--- src/design/regPkg.sv ---
`default_nettype none

package regPkg;

	localparam int wordWidth = 64;
	localparam int halfWidth = 32;
	localparam int idxWidth = 5;

	typedef logic [wordWidth-1:0] word_t;		// Data word
	typedef logic [halfWidth-1:0] half_t;		// Narrow control register storage
	typedef logic [idxWidth-1:0] regIdx_t;		// Index within one file

	// Build switch for TTB, MMCR, STTB and KRR
	localparam bit enableMmu = 1'b1;

	localparam regIdx_t crPc = 5'd0;
	localparam regIdx_t crLr = 5'd1;
	localparam regIdx_t crSr = 5'd2;
	localparam regIdx_t crVbr = 5'd3;
	localparam regIdx_t crSpc = 5'd4;
	localparam regIdx_t crSsp = 5'd5;
	localparam regIdx_t crGbr = 5'd6;
	localparam regIdx_t crTbr = 5'd7;
	localparam regIdx_t crTea = 5'd8;
	localparam regIdx_t crExsr = 5'd9;
	localparam regIdx_t crTtb = 5'd10;		// MMU
	localparam regIdx_t crMmcr = 5'd11;		// MMU
	localparam regIdx_t crSttb = 5'd12;		// MMU
	localparam regIdx_t crKrr = 5'd13;		// MMU
	localparam regIdx_t crZzr = 5'd31;		// Zero register

	typedef struct packed
	{
		logic valid;
		logic isCr;		// Index names a control register
		regIdx_t idx;
		word_t value;
	} regWrite_t;

	// EX1 beats EX2, both beat the stored value
	function automatic word_t forwardValue(
		regIdx_t idx,
		logic isCr,
		word_t stored,
		regWrite_t ex1,
		regWrite_t ex2
	);
		word_t result;
		result = stored;
		if (ex2.valid && ex2.isCr == isCr && ex2.idx == idx)
			result = ex2.value;
		if (ex1.valid && ex1.isCr == isCr && ex1.idx == idx)
			result = ex1.value;
		return result;
	endfunction

endpackage

`default_nettype wire
--- src/design/gprFile.sv ---
`default_nettype none

module gprFile
(
	input wire logic clock,
	input wire logic hold,

	input wire regPkg::regIdx_t idRs,		// Source S
	input wire regPkg::regIdx_t idRt,		// Source T

	input wire regPkg::regWrite_t wbEx1,
	input wire regPkg::regWrite_t wbEx2,

	output regPkg::word_t valRs,
	output regPkg::word_t valRt
);

	import regPkg::*;

	word_t gprArray [32];

	word_t storedRs;
	word_t storedRt;
	logic commitEx2;

	// Stored values before forwarding
	always_comb
	begin
		storedRs = gprArray[idRs];
		storedRt = gprArray[idRt];
	end

	// General space only, so isCr must be low
	always_comb
	begin
		valRs = forwardValue(idRs, 1'b0, storedRs, wbEx1, wbEx2);
		valRt = forwardValue(idRt, 1'b0, storedRt, wbEx1, wbEx2);
	end

	assign commitEx2 = wbEx2.valid && !wbEx2.isCr && !hold;

	// Only EX2 reaches the array
	always_ff @(posedge clock)
	begin
		if (commitEx2)
		begin
			gprArray[wbEx2.idx] <= wbEx2.value;
		end
	end

endmodule

`default_nettype wire

--- config.mk ---
export PLATFORM = sky130hd
export DESIGN_NAME = gprFile
export DESIGN_NICKNAME = d
export VERILOG_FILES = /design/src/design/regPkg.sv /design/src/design/gprFile.sv
export SDC_FILE = /design/constraint.sdc
export NUM_CORES = 2
export LEC_CHECK = 0
export BUFFER_PORTS_ARGS = -buffer_cell sky130_fd_sc_hd__clkbuf_2
export CAP_MARGIN = 0
export CORE_MARGIN = 2
export CORE_UTILIZATION = 25
export CTS_CLUSTER_SIZE = 8
export DETAILED_ROUTE_END_ITERATION = 8
export GPL_TIMING_DRIVEN = 0
export PLACE_DENSITY = 0.41
export SETUP_SLACK_MARGIN = 0.3
export SLEW_MARGIN = 20
export SYNTH_ARGS = -nofsm -noshare
export SYNTH_HDL_FRONTEND = slang
export SYNTH_SLANG_ARGS = --single-unit
--- constraint.sdc ---
create_clock -name clock -period 5.55 [get_ports clock]
set_input_delay 0.2775 -clock clock [delete_from_list [all_inputs] [get_ports clock]]
set_output_delay 0.2775 -clock clock [all_outputs]
set_load 0.005 [all_outputs]
## Yosys cells after proc, flatten, opt, wreduce, memory -nomap -nowiden

Memory sizes are Yosys's and may differ from the RTL's.
Cells that the tools add are included.

| word-level totals | value |
|---|---|
| output and inout bits | 128 |
| logic and storage cells | 23 |
| memories kept | 1 |
| input bits | 154 |
| memory bits (writable) | 2,048 |
| flip-flop bits (word level) | 0 |

| operators by class | value |
|---|---|
| eq/ne operators | 4 |
| reduce and logical (&&, ||, !) cells | 10 |
| multiplexer cells | 6 |
| bitwise logic cells | 2 |

Memory list:

| name | words | bits a word | rd ports | clocked after memory_dff | wr ports | RTL line | source |
|---|---|---|---|---|---|---|---|
| gprArray | 32 | 64 | 2 | 0 | 1 | gprFile.sv:20 | `word_t gprArray [32];` |

Operator list:

| kind | count |
|---|---|
| $mux W64 | 4 |
| $eq A5 B5 Y1 | 4 |
| $logic_and A1 B1 Y1 | 8 |
| $logic_not A1 Y1 | 2 |
| $mux W1 | 2 |
| $not A1 Y1 | 2 |

## Longest topological paths before layout

| logic depth | value |
|---|---|
| word-level depth | 5 |
| depth in mapped cells | 11 |
| mapped depth without buffers | 5 |

## Worst setup path after synthesis

Ideal clock, no wire load.

| timing path | value |
|---|---|
| kind | input -> register |
| start point | input port wbEx2[69] (netlist name) |
| end point | memory gprArray[20][0] (netlist name), enable pin |
| stages | 5 |
| library setup time | 0.487 ns |
| arrival | 3.931 ns |
| buffers on the path | 1 |
| required time | 5.063 ns |
| setup slack | 1.132 ns |
| path through | nand2b_1 or2_2 or3_1 clkbuf_1 nor2_1 |

| between the ends | value |
|---|---|
| longest elaborated chain between the ends | 5 |

RTL lines:

| what | RTL line | source |
|---|---|---|
| start: declaration | gprFile.sv:12 | `input wire regPkg::regWrite_t wbEx2,` |
| $logic_not A1 Y1 | gprFile.sv:40 | `assign commitEx2 = wbEx2.valid && !wbEx2.isCr && !hold;` |
| $logic_and A1 B1 Y1 (2 in series) | gprFile.sv:40 |  |
| $mux W1 | gprFile.sv:45 | `if (commitEx2)` |
| $mux W1 (implied by the code) | gprFile.sv:47 | `gprArray[wbEx2.idx] <= wbEx2.value;` |
| end: declaration | gprFile.sv:20 |  |

No other way between the ends.

## Worst setup path after layout

| timing path | value |
|---|---|
| start point | input port idRt[1] |
| end point | output port valRt[54] |

| between the ends | value |
|---|---|
| longest elaborated chain between the ends | 4 |
| elaborated cells on any way between the ends | 7 |
| those cells by class | eq/ne: 2; mux: 2; reduce/logical: 2; memory: 1 |

RTL lines:

| what | RTL line | source |
|---|---|---|
| start: declaration | gprFile.sv:9 | `input wire regPkg::regIdx_t idRt,` |
| branches (longest 3 deep; another with $mem_v2 Z32 W64) | - |  |
| $mux W64 * | regPkg.sv:52 | `if (ex1.valid && ex1.isCr == isCr && ex1.idx == idx)` |
| end: declaration | gprFile.sv:15 | `output regPkg::word_t valRt` |

Every way passes the cells marked *.

==> reports/qor.csv <==
stage;metric;value;unit
sta;ratio of final minimum period to clock period;98.9;%
sta;min setup slack post-route;0.0595;ns
die;core region area;383000;µm²
power_and_ir_drop;internal power summed over all cells;28.1;mW
final_layout;Cell Count, Final, Fillers Out;10660;
yosys;Synth Instances;4637;
power_and_ir_drop;combinational fraction of design power;11.2;%
die;I/O pin total;282;
die;die height;624;µm
yosys;leading cell types by count after synthesis;2,048 x sky130_fd_sc_hd__edfxtp_1, 1,157 x sky130_fd_sc_hd__mux4_2, 203 x sky130_fd_sc_hd__nand2_1, 140 x sky130_fd_sc_hd__clkbuf_1, 131 x sky130_fd_sc_hd__buf_2;
final_layout;Layout Area Growth over Synthesis;24.6;%
final_layout;register with the most flip-flops;gprArray;
clock_tree;clock root buffer;sky130_fd_sc_hd__clkbuf_16;
power_and_ir_drop;proportion of total power due to net switching;26.1;%
final_layout;fraction of final layout cells sized beyond drive strength 1;45.4;%
setup_path;total buffers and inverters traversed by the critical path;7;
final_layout;number of fill cells in the layout;36401;
routing;violation count after the first detailed-route iteration;10999;
setup_path;largest stage delay on the critical path;0.75;ns
clock_tree;number of sinks on the clock net;2048;
clock_tree;Post CTS Setup Buffer Count;0;
routing;via count normalized by instance count;6.08;
routing;detailed-route DRC error count;0;
setup_path;Crit. End Element;output pin;
sta;max_slew headroom;19.9;%
power_and_ir_drop;NetSw;9.91;mW
yosys;number of register bits inferred by synthesis;2048;
setup_path;Crit-path slowest cell;sky130_fd_sc_hd__clkbuf_2;
status;outcome;finished clean;
yosys;count of flip-flops with a built-in enable after synthesis;2048;
sta;total count of hold-check failures in the final report;0;
clock_tree;number of H-tree branching levels;5;
yosys;proportion of synthesized chip area in sequential cells;63.9;%
yosys;area fraction of the dominant cell type after synthesis;63.9;%
die;std cell rows;227;
routing;wire length per cell after detailed routing;52.4;µm
place;PortBufs;273;
grt;vias in the first global route;61663;
die;initial cell density of the core;25.1;%
yosys;commonest register cell after synthesis;sky130_fd_sc_hd__edfxtp_1;
clock_tree;largest buffer count on any clock path;4;
final_layout;final net count;5687;
place;pre-CTS setup slack;-0.529;ns
yosys;library cell with the largest summed area after synthesis;sky130_fd_sc_hd__edfxtp_1;
routing;antenna violation net count after detailed routing;0;
setup_path;CP Data Required Time;5.27;ns
job;number of max-cap violations;0;
power_and_ir_drop;peak supply drop;0.224;mV
grt;initial antenna violation count;85;
setup_path;CP arrival;5.21;ns
sta;unrepaired setup endpoints after global routing;false;
setup_path;crit-path cells;clkbuf_2 -> buf_2 -> buf_2 -> buf_4 -> buf_2 -> clkbuf_2 -> mux4_2 -> o221ai_1 -> o21ai_1 -> clkbuf_2;
yosys;share of flip-flops with an asynchronous set or reset after synthesis;0;%
min_path;Min-Delay Path Class;in -> reg;
setup_path;kind of critical path;in -> out;
grt;pin count of the biggest net entering global routing;35;
yosys;dominant cells by area after synthesis;sky130_fd_sc_hd__edfxtp_1 64%, sky130_fd_sc_hd__mux4_2 27%, sky130_fd_sc_hd__mux2i_1 1.3%, sky130_fd_sc_hd__nand2_1 0.79%, sky130_fd_sc_hd__buf_2 0.68%;
yosys;number of distinct standard cells referenced by the synthesized netlist;52;
yosys;warning count from the yosys run;0;
setup_path;critical path startpoint category;input port;
final_layout;Final Core Density;31.3;%
power_and_ir_drop;proportion of power drawn by the clock network;43.7;%
sta;Slew Limit Fails;0;
setup_path;Largest delay share family, worst path;buffers and inverters;
sta;setup total negative slack;0;ns
power_and_ir_drop;leakage dissipation;38.2;nW
clock_tree;number of buffers created by CTS;295;
place;Placer Congestion;0.873;
grt;Tot GR Track Use;28.1;%
setup_path;critical-path maximum fanout;10;
sta;minimum clock period;5.49;ns
power_and_ir_drop;Power Density;317;nW/µm²
sta;Final setup violation count;0;
final_layout;biggest registers after layout;gprArray: 2048 flops;
sta;worst hold slack;0.0384;ns
grt;first-pass GRT wire length;698;mm
sta;slew of the pin with the lowest slew margin;1.20;ns
clock_tree;CTS tree;done;
yosys;Avg Cell Area, Syn;20.7;µm²
routing;Detailed Routing Iterations Pass 1;6;
place;cell total after placement;10265;
place;total half-perimeter wirelength after legalization and detailed placement;401;mm
place;post-detailed-placement cell area;112000;µm²
final_layout;max FFs per register;2048;
power_and_ir_drop;Overall Power;38.0;mW
grt;total congestion overflow after global routing;0;
sta;Max Clk Rate;0.182;GHz
yosys;Net Count, Synth;4791;
yosys;area of the mapped netlist;96200;µm²
routing;via total after detailed routing;64850;
power_and_ir_drop;sequential fraction of design power;45.1;%
routing;final routed wirelength across all metal layers;559;mm
die;die span in x;624;µm
final_layout;post-route cell area;120000;µm²
yosys;most common cell in the synthesized netlist;sky130_fd_sc_hd__edfxtp_1;
clock_tree;clock transition at the registers of the reported paths;0.05;ns
die;die footprint;390000;µm²
-- layer usage --
| metal | wire [µm] | GRT usage (%) | vias to the layer above |
|---|---|---|---|
| li1 | - | - | 22231 |
| met4 | 39400 | 17.4 | 38 |
| met3 | 59000 | 7.50 | 1276 |
| met2 | 254000 | 43.4 | 5357 |
| met1 | 207000 | 35.0 | 35948 |
| met5 | 242 | 0 | - |
-- area by class of cell --
type / count / area (µm²) / share of cell area [%]
flip-flops and latches: 2048 / 61500 / 51.3
multi-input cells: 2203 / 33100 / 27.6
repair buffers: 599 / 8830 / 7.37
clock buffers: 305 / 7480 / 6.24
well taps: 5038 / 6300 / 5.26
plain buffers: 379 / 2130 / 1.78
clock inverters: 26 / 360 / 0.301
diodes: 55 / 138 / 0.115
inverters: 7 / 26.3 / 0.0219
-- final timing paths --
kind | to | cells past startpoint | startpoint
hold / removal | gprArray[5][3] | 1 | wbEx2[3]
setup / recovery | valRt[54] | 10 | idRt[1]
-- power groups by stage --
stage / clock [mW] / sequential [mW] / combinational [mW]
3_5_place_dp: 0 / 17.4 / 4.16
3_3_place_gp: 0 / 17.4 / 3.96
2_1_floorplan: 0 / 17.4 / 1.75
4_1_cts: 16.7 / 17.1 / 4.17
6_report: 16.6 / 17.1 / 4.25
5_1_grt: 17.2 / 17.1 / 4.25
-- what timing repair did --
item | 4_1_cts | 5_1_grt
endpoints found under the hold margin | 136 | 0
gates cloned | 0 | 0
setup endpoints to repair | 39 | 6
hold buffers | 9 | 0
gates resized for setup | 8 | 2
-- cell families after synthesis --
group | after synthesis | share of synthesized area (%)
xor+xnor | 20 | 0.182
compound gates | 427 | 3.01
buf+inv | 386 | 1.98
simple gates | 447 | 2.18
flops | 2048 | 63.9
mux | 1309 | 28.7
-- cell usage in the layout, fill, tap and decap left out, types with 81 or more instances in the layout --
cell type	n
sky130_fd_sc_hd__buf_12	174
sky130_fd_sc_hd__mux4_2	1157
sky130_fd_sc_hd__clkbuf_2	401
sky130_fd_sc_hd__edfxtp_1	2048
sky130_fd_sc_hd__buf_2	166
sky130_fd_sc_hd__buf_16	140
sky130_fd_sc_hd__nand2_1	203
sky130_fd_sc_hd__clkbuf_16	298
sky130_fd_sc_hd__mux2i_1	124
sky130_fd_sc_hd__o21ai_1	81
No activity file was read; power rests on OpenSTA's default activity.
